### config.mk
export PLATFORM = sky130hd
export DESIGN_NAME = fpu_top
export DESIGN_NICKNAME = d
export VERILOG_FILES = /design/src/hw/fpu_pkg.sv /design/src/hw/fpu_op_if.sv /design/src/hw/fpu_decoder.sv /design/src/hw/fpu_regfile.sv /design/src/hw/fpu_csr.sv /design/src/hw/fpu_sequencer.sv /design/src/hw/fpu_norm_counter.sv /design/src/hw/fpu_sign_ops.sv /design/src/hw/fpu_top.sv
export SDC_FILE = /design/constraint.sdc
export NUM_CORES = 2
export LEC_CHECK = 0
export ABC_AREA = 1
export BUFFER_PORTS_ARGS = -buffer_cell sky130_fd_sc_hd__buf_2
export CAP_MARGIN = 25
export CORE_MARGIN = 5
export CORE_UTILIZATION = 50
export CTS_CLUSTER_DIAMETER = 150
export DETAILED_ROUTE_END_ITERATION = 12
export PLACE_DENSITY = 0.66
export SLEW_MARGIN = 10
export SYNTH_ARGS = -nofsm -noshare
export SYNTH_HDL_FRONTEND = slang
export SYNTH_SLANG_ARGS = --single-unit
export TNS_END_PERCENT = 10
### constraint.sdc
create_clock -name clock -period 5.08 [get_ports clock]
set_input_delay 0.254 -clock clock [delete_from_list [all_inputs] [get_ports clock]]
set_output_delay 0.254 -clock clock [all_outputs]
set_load 0.05 [all_outputs]
### src/hw/fpu_pkg.sv
`default_nettype none

package fpu_pkg;

  ////////////////////////////////////////////////////////////////////////////
  // Word types

  typedef logic [31:0] fp_word_t;
  typedef logic [31:0] instr_t;
  typedef logic [4:0]  reg_addr_t;
  typedef logic [2:0]  rm_t;
  typedef logic [4:0]  fflags_t;     // NV DZ OF UF NX, NX in bit 0
  typedef logic [11:0] csr_addr_t;

  typedef enum logic [3:0] {
    op_none,
    op_fsgnj,
    op_fsgnjn,
    op_fsgnjx,
    op_fmv_f2i,
    op_fclass,
    op_fmv_i2f,
    op_fcvt_w,
    op_fcvt_wu
  } fpu_op_e;

  typedef enum logic [1:0] {
    st_idle,
    st_exec,
    st_convert,
    st_retire
  } seq_state_e;

  ////////////////////////////////////////////////////////////////////////////
  // Encodings

  localparam logic [6:0] opcode_fp      = 7'b1010011;
  localparam logic [1:0] fmt_single     = 2'b00;
  localparam logic [4:0] funct_sgnj     = 5'b00100;
  localparam logic [4:0] funct_fmv_f2i  = 5'b11100;  // Shared with fclass
  localparam logic [4:0] funct_fmv_i2f  = 5'b11110;
  localparam logic [4:0] funct_fcvt_i2f = 5'b11010;

  localparam rm_t rm_rne = 3'b000;
  localparam rm_t rm_rtz = 3'b001;
  localparam rm_t rm_dyn = 3'b111;

  localparam csr_addr_t csr_fflags = 12'h001;
  localparam csr_addr_t csr_frm    = 12'h002;
  localparam csr_addr_t csr_fcsr   = 12'h003;

endpackage

`default_nettype wire

### src/hw/fpu_op_if.sv
`timescale 1ns/1ps
`default_nettype none

interface fpu_op_if;

  logic              start;        // One cycle, conversions only
  fpu_pkg::fpu_op_e  op;
  fpu_pkg::fp_word_t src1;
  fpu_pkg::fp_word_t src2;
  fpu_pkg::fp_word_t int_src;
  fpu_pkg::rm_t      rm;           // Already resolved against frm
  fpu_pkg::fp_word_t sign_result;
  fpu_pkg::fp_word_t cvt_result;
  logic              cvt_nx;
  logic              cvt_done;

  modport seq (
    output start, op, src1, src2, int_src, rm,
    input  sign_result, cvt_result, cvt_nx, cvt_done
  );

  modport unit (
    input  start, op, src1, src2, int_src, rm,
    output sign_result, cvt_result, cvt_nx, cvt_done
  );

endinterface

`default_nettype wire

### src/hw/fpu_decoder.sv
`timescale 1ns/1ps
`default_nettype none

module fpu_decoder (
  input  fpu_pkg::instr_t    instr_i,
  output fpu_pkg::fpu_op_e   op_o,
  output fpu_pkg::reg_addr_t rs1_o,
  output fpu_pkg::reg_addr_t rs2_o,
  output fpu_pkg::reg_addr_t rd_o,
  output fpu_pkg::rm_t       rm_o,
  output logic               int_dest_o,
  output logic               legal_o
);

  logic [6:0]         opcode;
  logic [6:0]         funct7;
  fpu_pkg::rm_t       rm;
  fpu_pkg::reg_addr_t rs2;
  logic               rm_cvt_ok;

  assign opcode = instr_i[6:0];
  assign funct7 = instr_i[31:25];
  assign rm     = instr_i[14:12];
  assign rs2    = instr_i[24:20];

  assign rd_o  = instr_i[11:7];
  assign rs1_o = instr_i[19:15];
  assign rs2_o = rs2;
  assign rm_o  = rm;

  // Dynamic rm passes here, frm is checked at issue
  assign rm_cvt_ok = (rm == fpu_pkg::rm_rne) || (rm == fpu_pkg::rm_rtz) ||
                     (rm == fpu_pkg::rm_dyn);

  always_comb begin
    op_o       = fpu_pkg::op_none;
    int_dest_o = 1'b0;
    if (opcode == fpu_pkg::opcode_fp && funct7[1:0] == fpu_pkg::fmt_single) begin
      case (funct7[6:2])
        fpu_pkg::funct_sgnj: begin
          case (rm)
            3'b000:  op_o = fpu_pkg::op_fsgnj;
            3'b001:  op_o = fpu_pkg::op_fsgnjn;
            3'b010:  op_o = fpu_pkg::op_fsgnjx;
            default: op_o = fpu_pkg::op_none;
          endcase
        end
        fpu_pkg::funct_fmv_f2i: begin
          int_dest_o = 1'b1;
          if (rs2 == '0 && rm == 3'b000) begin
            op_o = fpu_pkg::op_fmv_f2i;
          end else if (rs2 == '0 && rm == 3'b001) begin
            op_o = fpu_pkg::op_fclass;
          end
        end
        fpu_pkg::funct_fmv_i2f: begin
          if (rs2 == '0 && rm == 3'b000) begin
            op_o = fpu_pkg::op_fmv_i2f;
          end
        end
        fpu_pkg::funct_fcvt_i2f: begin
          if (rm_cvt_ok && rs2 == 5'd0) begin
            op_o = fpu_pkg::op_fcvt_w;
          end else if (rm_cvt_ok && rs2 == 5'd1) begin
            op_o = fpu_pkg::op_fcvt_wu;
          end
        end
        default: op_o = fpu_pkg::op_none;
      endcase
    end
  end

  assign legal_o = (op_o != fpu_pkg::op_none);

endmodule

`default_nettype wire

### src/hw/fpu_regfile.sv
`timescale 1ns/1ps
`default_nettype none

module fpu_regfile (
  input  logic               clock,
  input  logic               reset,
  input  fpu_pkg::reg_addr_t raddr1_i,
  input  fpu_pkg::reg_addr_t raddr2_i,
  output fpu_pkg::fp_word_t  rdata1_o,
  output fpu_pkg::fp_word_t  rdata2_o,
  input  logic               wren_i,
  input  fpu_pkg::reg_addr_t waddr_i,
  input  fpu_pkg::fp_word_t  wdata_i
);

  fpu_pkg::fp_word_t regs [32];

  always_ff @(posedge clock) begin
    if (!reset) begin
      for (int i = 0; i < 32; i++) begin
        regs[i] <= '0;
      end
    end else if (wren_i) begin
      regs[waddr_i] <= wdata_i;
    end
  end

  // f0 is an ordinary register, unlike x0
  assign rdata1_o = regs[raddr1_i];
  assign rdata2_o = regs[raddr2_i];

endmodule

`default_nettype wire

### src/hw/fpu_csr.sv
`timescale 1ns/1ps
`default_nettype none

module fpu_csr (
  input  logic               clock,
  input  logic               reset,
  input  fpu_pkg::csr_addr_t csr_addr_i,
  input  logic               csr_wren_i,
  input  fpu_pkg::fp_word_t  csr_wdata_i,
  output fpu_pkg::fp_word_t  csr_rdata_o,
  input  logic               flag_set_i,
  input  logic               flag_nx_i,
  output fpu_pkg::rm_t       frm_o
);

  fpu_pkg::fflags_t fflags_q;
  fpu_pkg::rm_t     frm_q;

  always_comb begin
    case (csr_addr_i)
      fpu_pkg::csr_fflags: csr_rdata_o = {27'b0, fflags_q};
      fpu_pkg::csr_frm:    csr_rdata_o = {29'b0, frm_q};
      fpu_pkg::csr_fcsr:   csr_rdata_o = {24'b0, frm_q, fflags_q};
      default:             csr_rdata_o = '0;
    endcase
  end

  always_ff @(posedge clock) begin
    if (!reset) begin
      fflags_q <= '0;
      frm_q    <= fpu_pkg::rm_rne;
    end else begin
      if (flag_set_i) begin
        fflags_q <= fflags_q | {4'b0000, flag_nx_i};   // Accrued, never cleared here
      end
      // Later assignments win over the flag update
      if (csr_wren_i) begin
        case (csr_addr_i)
          fpu_pkg::csr_fflags: fflags_q <= csr_wdata_i[4:0];
          fpu_pkg::csr_frm:    frm_q <= csr_wdata_i[2:0];
          fpu_pkg::csr_fcsr: begin
            fflags_q <= csr_wdata_i[4:0];
            frm_q    <= csr_wdata_i[7:5];
          end
          default: ;
        endcase
      end
    end
  end

  assign frm_o = frm_q;

endmodule

`default_nettype wire

### src/hw/fpu_sequencer.sv
`timescale 1ns/1ps
`default_nettype none

module fpu_sequencer (
  input  logic               clock,
  input  logic               reset,
  input  logic               instr_valid_i,
  input  fpu_pkg::fpu_op_e   op_i,
  input  fpu_pkg::reg_addr_t rd_i,
  input  logic               int_dest_i,
  input  logic               legal_i,
  input  fpu_pkg::rm_t       rm_i,
  input  fpu_pkg::rm_t       frm_i,
  input  fpu_pkg::fp_word_t  rdata1_i,
  input  fpu_pkg::fp_word_t  rdata2_i,
  input  fpu_pkg::fp_word_t  int_rs1_i,
  output logic               ready_o,
  output logic               done_o,
  output logic               illegal_o,
  output logic               int_wren_o,
  output fpu_pkg::fp_word_t  int_wdata_o,
  output logic               rf_wren_o,
  output fpu_pkg::reg_addr_t rf_waddr_o,
  output fpu_pkg::fp_word_t  rf_wdata_o,
  output logic               flag_set_o,
  output logic               flag_nx_o,
  fpu_op_if.seq              op_bus
);

  fpu_pkg::seq_state_e state;
  fpu_pkg::fpu_op_e    op_q;
  fpu_pkg::rm_t        rm_q;
  fpu_pkg::rm_t        rm_res;
  fpu_pkg::reg_addr_t  rd_q;
  fpu_pkg::fp_word_t   src1_q;
  fpu_pkg::fp_word_t   src2_q;
  fpu_pkg::fp_word_t   int_q;
  fpu_pkg::fp_word_t   res_q;
  logic                nx_q;
  logic                start_q;
  logic                illegal_q;
  logic                int_dest_q;
  logic                accept;
  logic                is_conv;
  logic                rm_bad;

  assign accept  = instr_valid_i && (state == fpu_pkg::st_idle);
  assign is_conv = (op_i == fpu_pkg::op_fcvt_w) || (op_i == fpu_pkg::op_fcvt_wu);
  assign rm_res  = (rm_i == fpu_pkg::rm_dyn) ? frm_i : rm_i;
  assign rm_bad  = is_conv && (rm_res != fpu_pkg::rm_rne) && (rm_res != fpu_pkg::rm_rtz);

  ////////////////////////////////////////////////////////////////////////////
  // Sequencing

  always_ff @(posedge clock) begin
    if (!reset) begin
      state      <= fpu_pkg::st_idle;
      op_q       <= fpu_pkg::op_none;
      rm_q       <= fpu_pkg::rm_rne;
      start_q    <= 1'b0;
      illegal_q  <= 1'b0;
      int_dest_q <= 1'b0;
    end else begin
      start_q <= 1'b0;
      case (state)
        fpu_pkg::st_idle: begin
          if (accept) begin
            op_q       <= op_i;
            rm_q       <= rm_res;
            int_dest_q <= int_dest_i;
            illegal_q  <= !legal_i || rm_bad;
            if (legal_i && !rm_bad && is_conv) begin
              state   <= fpu_pkg::st_convert;
              start_q <= 1'b1;                 // Counter loads at the end of the next cycle
            end else begin
              state <= fpu_pkg::st_exec;
            end
          end
        end
        fpu_pkg::st_exec:    state <= fpu_pkg::st_idle;
        fpu_pkg::st_convert: begin
          if (op_bus.cvt_done) begin
            state <= fpu_pkg::st_retire;
          end
        end
        fpu_pkg::st_retire:  state <= fpu_pkg::st_idle;
        default:             state <= fpu_pkg::st_idle;
      endcase
    end
  end

  always_ff @(posedge clock) begin
    if (accept) begin
      rd_q   <= rd_i;
      src1_q <= rdata1_i;
      src2_q <= rdata2_i;
      int_q  <= int_rs1_i;
    end
    if (state == fpu_pkg::st_convert && op_bus.cvt_done) begin
      res_q <= op_bus.cvt_result;
      nx_q  <= op_bus.cvt_nx;
    end
  end

  ////////////////////////////////////////////////////////////////////////////
  // Dispatch and retirement

  assign op_bus.start   = start_q;
  assign op_bus.op      = op_q;
  assign op_bus.src1    = src1_q;
  assign op_bus.src2    = src2_q;
  assign op_bus.int_src = int_q;
  assign op_bus.rm      = rm_q;

  assign ready_o     = (state == fpu_pkg::st_idle);
  assign done_o      = (state == fpu_pkg::st_exec && !illegal_q) ||
                       (state == fpu_pkg::st_retire);
  assign illegal_o   = (state == fpu_pkg::st_exec) && illegal_q;
  assign int_wren_o  = (state == fpu_pkg::st_exec) && !illegal_q && int_dest_q;
  assign int_wdata_o = op_bus.sign_result;

  assign rf_wren_o  = done_o && !int_dest_q;
  assign rf_waddr_o = rd_q;
  assign rf_wdata_o = (state == fpu_pkg::st_retire) ? res_q : op_bus.sign_result;
  assign flag_set_o = (state == fpu_pkg::st_retire);
  assign flag_nx_o  = nx_q;

endmodule

`default_nettype wire

### src/hw/fpu_norm_counter.sv
`timescale 1ns/1ps
`default_nettype none

module fpu_norm_counter (
  input logic    clock,
  input logic    reset,
  fpu_op_if.unit op_bus
);

  fpu_pkg::fp_word_t mag;
  fpu_pkg::fp_word_t val_q;
  logic [4:0]        cnt_q;
  logic [7:0]        exp;
  logic [30:0]       rounded;
  logic              neg;
  logic              sign_q;
  logic              shifting_q;
  logic              finish_q;
  logic              round_up;

  assign neg = (op_bus.op == fpu_pkg::op_fcvt_w) && op_bus.int_src[31];
  assign mag = neg ? -op_bus.int_src : op_bus.int_src;   // -2^31 stays 0x80000000

  always_ff @(posedge clock) begin
    if (!reset) begin
      shifting_q <= 1'b0;
      finish_q   <= 1'b0;
    end else begin
      finish_q <= 1'b0;
      if (op_bus.start) begin
        shifting_q <= (mag != '0) && !mag[31];
        finish_q   <= (mag == '0) || mag[31];
      end else if (shifting_q && val_q[30]) begin
        shifting_q <= 1'b0;                    // Bit 31 is set after this shift
        finish_q   <= 1'b1;
      end
    end
  end

  always_ff @(posedge clock) begin
    if (op_bus.start) begin
      val_q  <= mag;
      cnt_q  <= '0;
      sign_q <= neg;
    end else if (shifting_q) begin
      val_q <= val_q << 1;
      cnt_q <= cnt_q + 5'd1;
    end
  end

  // Rounding happens in the done cycle on the normalized value
  assign exp      = 8'd158 - {3'b000, cnt_q};
  assign round_up = (op_bus.rm == fpu_pkg::rm_rne) && val_q[7] &&
                    ((|val_q[6:0]) || val_q[8]);
  assign rounded  = {exp, val_q[30:8]} + {30'b0, round_up};   // Carry bumps the exponent

  assign op_bus.cvt_result = (val_q == '0) ? '0 : {sign_q, rounded};
  assign op_bus.cvt_nx     = |val_q[7:0];
  assign op_bus.cvt_done   = finish_q;

endmodule

`default_nettype wire

### src/hw/fpu_sign_ops.sv
`timescale 1ns/1ps
`default_nettype none

module fpu_sign_ops (
  fpu_op_if.unit op_bus
);

  logic [7:0]        exp;
  logic [22:0]       man;
  logic              sign;
  logic              exp_ones;
  logic              exp_zero;
  logic              man_zero;
  logic [9:0]        class_mask;
  fpu_pkg::fp_word_t result;

  assign sign     = op_bus.src1[31];
  assign exp      = op_bus.src1[30:23];
  assign man      = op_bus.src1[22:0];
  assign exp_ones = &exp;
  assign exp_zero = ~|exp;
  assign man_zero = ~|man;

  // Bit order follows the RISC-V fclass mask
  assign class_mask[0] = sign && exp_ones && man_zero;
  assign class_mask[1] = sign && !exp_zero && !exp_ones;
  assign class_mask[2] = sign && exp_zero && !man_zero;
  assign class_mask[3] = sign && exp_zero && man_zero;
  assign class_mask[4] = !sign && exp_zero && man_zero;
  assign class_mask[5] = !sign && exp_zero && !man_zero;
  assign class_mask[6] = !sign && !exp_zero && !exp_ones;
  assign class_mask[7] = !sign && exp_ones && man_zero;
  assign class_mask[8] = exp_ones && !man_zero && !man[22];
  assign class_mask[9] = exp_ones && man[22];

  always_comb begin
    case (op_bus.op)
      fpu_pkg::op_fsgnj:   result = {op_bus.src2[31], op_bus.src1[30:0]};
      fpu_pkg::op_fsgnjn:  result = {~op_bus.src2[31], op_bus.src1[30:0]};
      fpu_pkg::op_fsgnjx:  result = {sign ^ op_bus.src2[31], op_bus.src1[30:0]};
      fpu_pkg::op_fmv_f2i: result = op_bus.src1;
      fpu_pkg::op_fmv_i2f: result = op_bus.int_src;
      fpu_pkg::op_fclass:  result = {22'b0, class_mask};
      default:             result = '0;
    endcase
  end

  assign op_bus.sign_result = result;

endmodule

`default_nettype wire

### src/hw/fpu_top.sv
`timescale 1ns/1ps
`default_nettype none

module fpu_top (
  input  logic               clock,
  input  logic               reset,
  input  logic               instr_valid_i,
  input  fpu_pkg::instr_t    instr_i,
  input  fpu_pkg::fp_word_t  int_rs1_i,
  input  fpu_pkg::csr_addr_t csr_addr_i,
  input  logic               csr_wren_i,
  input  fpu_pkg::fp_word_t  csr_wdata_i,
  output logic               ready_o,
  output logic               done_o,
  output logic               illegal_o,
  output logic               int_wren_o,
  output fpu_pkg::fp_word_t  int_wdata_o,
  output fpu_pkg::fp_word_t  csr_rdata_o
);

  fpu_pkg::fpu_op_e   dec_op;
  fpu_pkg::reg_addr_t dec_rs1;
  fpu_pkg::reg_addr_t dec_rs2;
  fpu_pkg::reg_addr_t dec_rd;
  fpu_pkg::rm_t       dec_rm;
  logic               dec_int_dest;
  logic               dec_legal;
  fpu_pkg::fp_word_t  rdata1;
  fpu_pkg::fp_word_t  rdata2;
  logic               rf_wren;
  fpu_pkg::reg_addr_t rf_waddr;
  fpu_pkg::fp_word_t  rf_wdata;
  fpu_pkg::rm_t       frm;
  logic               flag_set;
  logic               flag_nx;

  fpu_op_if op_bus ();

  ////////////////////////////////////////////////////////////////////////////
  // Decode, state and control

  fpu_decoder decoder0 (
    .instr_i    (instr_i),
    .op_o       (dec_op),
    .rs1_o      (dec_rs1),
    .rs2_o      (dec_rs2),
    .rd_o       (dec_rd),
    .rm_o       (dec_rm),
    .int_dest_o (dec_int_dest),
    .legal_o    (dec_legal)
  );

  fpu_regfile regfile0 (
    .clock    (clock),
    .reset    (reset),
    .raddr1_i (dec_rs1),
    .raddr2_i (dec_rs2),
    .rdata1_o (rdata1),
    .rdata2_o (rdata2),
    .wren_i   (rf_wren),
    .waddr_i  (rf_waddr),
    .wdata_i  (rf_wdata)
  );

  fpu_csr csr0 (
    .clock       (clock),
    .reset       (reset),
    .csr_addr_i  (csr_addr_i),
    .csr_wren_i  (csr_wren_i),
    .csr_wdata_i (csr_wdata_i),
    .csr_rdata_o (csr_rdata_o),
    .flag_set_i  (flag_set),
    .flag_nx_i   (flag_nx),
    .frm_o       (frm)
  );

  fpu_sequencer sequencer0 (
    .clock         (clock),
    .reset         (reset),
    .instr_valid_i (instr_valid_i),
    .op_i          (dec_op),
    .rd_i          (dec_rd),
    .int_dest_i    (dec_int_dest),
    .legal_i       (dec_legal),
    .rm_i          (dec_rm),
    .frm_i         (frm),
    .rdata1_i      (rdata1),
    .rdata2_i      (rdata2),
    .int_rs1_i     (int_rs1_i),
    .ready_o       (ready_o),
    .done_o        (done_o),
    .illegal_o     (illegal_o),
    .int_wren_o    (int_wren_o),
    .int_wdata_o   (int_wdata_o),
    .rf_wren_o     (rf_wren),
    .rf_waddr_o    (rf_waddr),
    .rf_wdata_o    (rf_wdata),
    .flag_set_o    (flag_set),
    .flag_nx_o     (flag_nx),
    .op_bus        (op_bus.seq)
  );

  ////////////////////////////////////////////////////////////////////////////
  // Execution units

  fpu_norm_counter norm_counter0 (
    .clock  (clock),
    .reset  (reset),
    .op_bus (op_bus.unit)
  );

  fpu_sign_ops sign_ops0 (
    .op_bus (op_bus.unit)
  );

endmodule

`default_nettype wire

==> metrics <==
Final Max Slew Viols 0; Reg2Reg Depth 8; Max H-tree Level 3; drt wl/cell 25.9 um; hold depth 6; unrepaired setup endpoints after global routing false; Leak Pwr 20.8 nW; Distinct cells, synth 52; top cell type's share of synthesized area 0.645; max frequency 276 MHz; Site Rows 120; global-route wire length before repair 255000 um; power density over cell area 367 nW/um^2; fraction of the cycle the final worst path needs 0.714; post-synthesis average cell area 10.3 um^2; largest fanout on the critical path 26; nets 5350; CTS tree yes; R2R Path End regfile0.regs[24][18]; clock slew at reported path FFs 60 ps; DR WL met3 21300 um; hold_sp instr_i[26]; Syn-to-layout area delta 12.2%; minimum hold slack 23.1 ps; GP Congestion 0.920; Yosys top cell by area edfxtp_1; final hold violation count 0; CTS Sinks 1187; post-CTS sizing 0; Hold WC Path Type primary input to flip-flop; Place WS 1560 ps; die width 339 um; M1 WL 65100 um; CTS Buf Count 119; Vert. Die Dim 339 um; min cycle time layout 3630 ps; prevailing post-synth register cell edfxtp_1; Core Footprint 107000 um^2; dpl cells 6453; Cell Count, Final, Fillers Out 6742; vias in the first global route 38983; Post-Syn Area 54000 um^2; Post-CTS Hold Buffers 61; placed wire-length estimate 104000 um; Yosys reg bits 1187; r2r startpoint sequencer0.state[1]; WL final 175000 um; setup TNS 0 ps; critical path's slowest cell o21ai_0; sequential area share after synthesis 0.655; Worst path max stage delay 920 ps; Ports 180; highest routed layer met5; met2 WL 79100 um; initial antenna violation count 8; Req. time, crit path 4830 ps; CP cell instances nand2_1 > nor3_4 > inv_1 > o21ai_0 > buf_2; IO Port Bufs 131; Crit. End Element primary output; top cells by area, synth edfxtp_1 64%, nor2_1 12%, o21ai_0 5.8%; Yosys warning total 0; Max transition margin 0.245; CTS root buf clkbuf_16; filler cell count 9002; 1st-pass router iterations 8; Post-synth EDFFs 1160; Worst Tran Pin Value 1130 ps; Gate Count Post-Synth 5227; Async SR Flop Fraction 0; Finish-stage setup viols 0; most frequent cell after synthesis nor2_1; flop2flop setup slack 1490 ps; Residual DRC 0; Max IR drop VDD 0.000285 V; max-cap violation count 0; CP Data Arrival Time 3370 ps; DRC marker count from the first detailed-route iteration 5743; startpoint types flip-flop; Post-DRT Antenna Nets 0; hold worst-path end sequencer0.op_bus.op[2]; ratio of cells with drive above 1 in the final layout 0.0954; clock skew 33.1 ps; Synth top cells by count 1735 x nor2_1, 1160 x edfxtp_1, 629 x o21ai_0; Crit Path Category flip-flop to primary output; largest net degree at the start of global routing 131; die area 115000 um^2; drt via density 6.11; GRT Residual Overflow 0; Initial Utilization 0.504; CTS max path bufs 3; final worst setup slack 1450 ps; postcts setup bufs 0; status completed; post-layout utilization of the core 0.566; worst skew pair latency 720 ps; vias post-DR 41221; GRT Util Overall 0.295
-- metal layers --
metal | vias up | track usage
met5 | - | 0
met1 | 19910 | 0.394
met3 | 402 | 0.0711
li1 | 18350 | -
met2 | 2549 | 0.461
met4 | 10 | 0.137
-- worst max-delay path by stage --
stage / start / to / slack (ps) / depth (start not counted)
after detailed placement: sequencer0.state[1] / regfile0.regs[24][28] / 1560 / 8
after CTS: sequencer0.op_bus.op[2] / int_wdata_o[21] / 1450 / 5
after global routing: sequencer0.op_bus.op[1] / int_wdata_o[21] / 1280 / 5
after global placement: sequencer0.state[1] / regfile0.regs[24][19] / 1610 / 8
after floorplan: sequencer0.state[1] / sequencer0.op_bus.int_src[0] / 1070 / 5
final: sequencer0.op_bus.op[2] / int_wdata_o[21] / 1450 / 5
-- final cells by class --
cell class / instances / area, um^2 / area share
Tap cell: 1403 / 1760 / 0.0289
Inverter: 190 / 739 / 0.0122
Clock inverter: 88 / 851 / 0.0140
Antenna cell: 1 / 2.50 / 0.0000413
Multi-Input combinational cell: 3411 / 16400 / 0.270
Timing Repair Buffer: 325 / 2460 / 0.0405
Sequential cell: 1187 / 35400 / 0.583
Clock buffer: 137 / 3070 / 0.0506
-- per-stage QoR --
step | cell area [um^2] | power, mW
finish | 60600 | 22.2
detailed placement | 56100 | 13.5
CTS | 60600 | 22.2
global route | 60600 | 22.8
global placement | 56000 | 13.4
floorplan | 54100 | 12.6
-- state kept, by name (all words and copies together), names as in the netlist --
signal	flops
regfile0.regs	1024
norm_counter0.val_q	32
sequencer0.op_bus.int_src	32
sequencer0.op_bus.src1	32
sequencer0.res_q	32
csr0.fflags_q	5
norm_counter0.cnt_q	5
sequencer0.rf_waddr_o	5
sequencer0.op_bus.op	4
csr0.frm_o	3
sequencer0.op_bus.rm	3
sequencer0.state	2
norm_counter0.op_bus.cvt_done	1
norm_counter0.shifting_q	1
norm_counter0.sign_q	1
sequencer0.flag_nx_o	1
sequencer0.illegal_q	1
sequencer0.int_dest_q	1
sequencer0.op_bus.src2	1
sequencer0.op_bus.start	1
-- placed cells by master (no fill, tap or decap), drive strengths merged, types with 4 or more instances in the layout --
cell type    synthesis  layout
o22ai               88      88
nor4                17      17
bufinv               0      15
conb                 1      24
nand3              137     137
buf                196     263
mux2i               29      29
dfxtp               27      27
a32oi               25      25
nor3                31      31
o21a                 7       7
clkbuf             266     138
o21ai              640     640
xor2                20      20
nand2              311     311
a211oi               4       4
nor2              1738    1738
inv                184     191
clkinv               6      66
edfxtp            1160    1160
nand4               28      28
a31oi               44      44
o221ai             182     182
dlygate4sd3          0      61
ha                   4       4
o211ai              10      10
a22oi               10      10
clkinvlp             0       6
a21oi               47      47
-- critical path: cells and delay by family (launching register included) --
| kind | cells | cell delay [ps] |
|---|---|---|
| simple gates | 2 | 520 |
| compound gates | 1 | 920 |
| flops | 1 | 350 |
| buf+inv | 2 | 850 |
-- cells by family after synthesis --
logic type / Yosys count / share of synthesized area
other: 1 / 0.0000694
xor gates and xnor gates: 22 / 0.00357
and+or+nand+nor: 2268 / 0.166
adders and majority gates: 4 / 0.000926
AOI/OAI and AO/OA: 1064 / 0.118
buffers and inverters: 652 / 0.0511
muxes: 29 / 0.00565
DFF: 1187 / 0.655
-- power by group --
group	internal [mW]	total [mW]	switching (mW)
clock network	5.08	8.88	3.80
logic	0.473	2.18	1.70
registers	11.1	11.2	0.122
total	16.6	22.2	5.62
No activity file was read; power rests on OpenSTA's default activity.
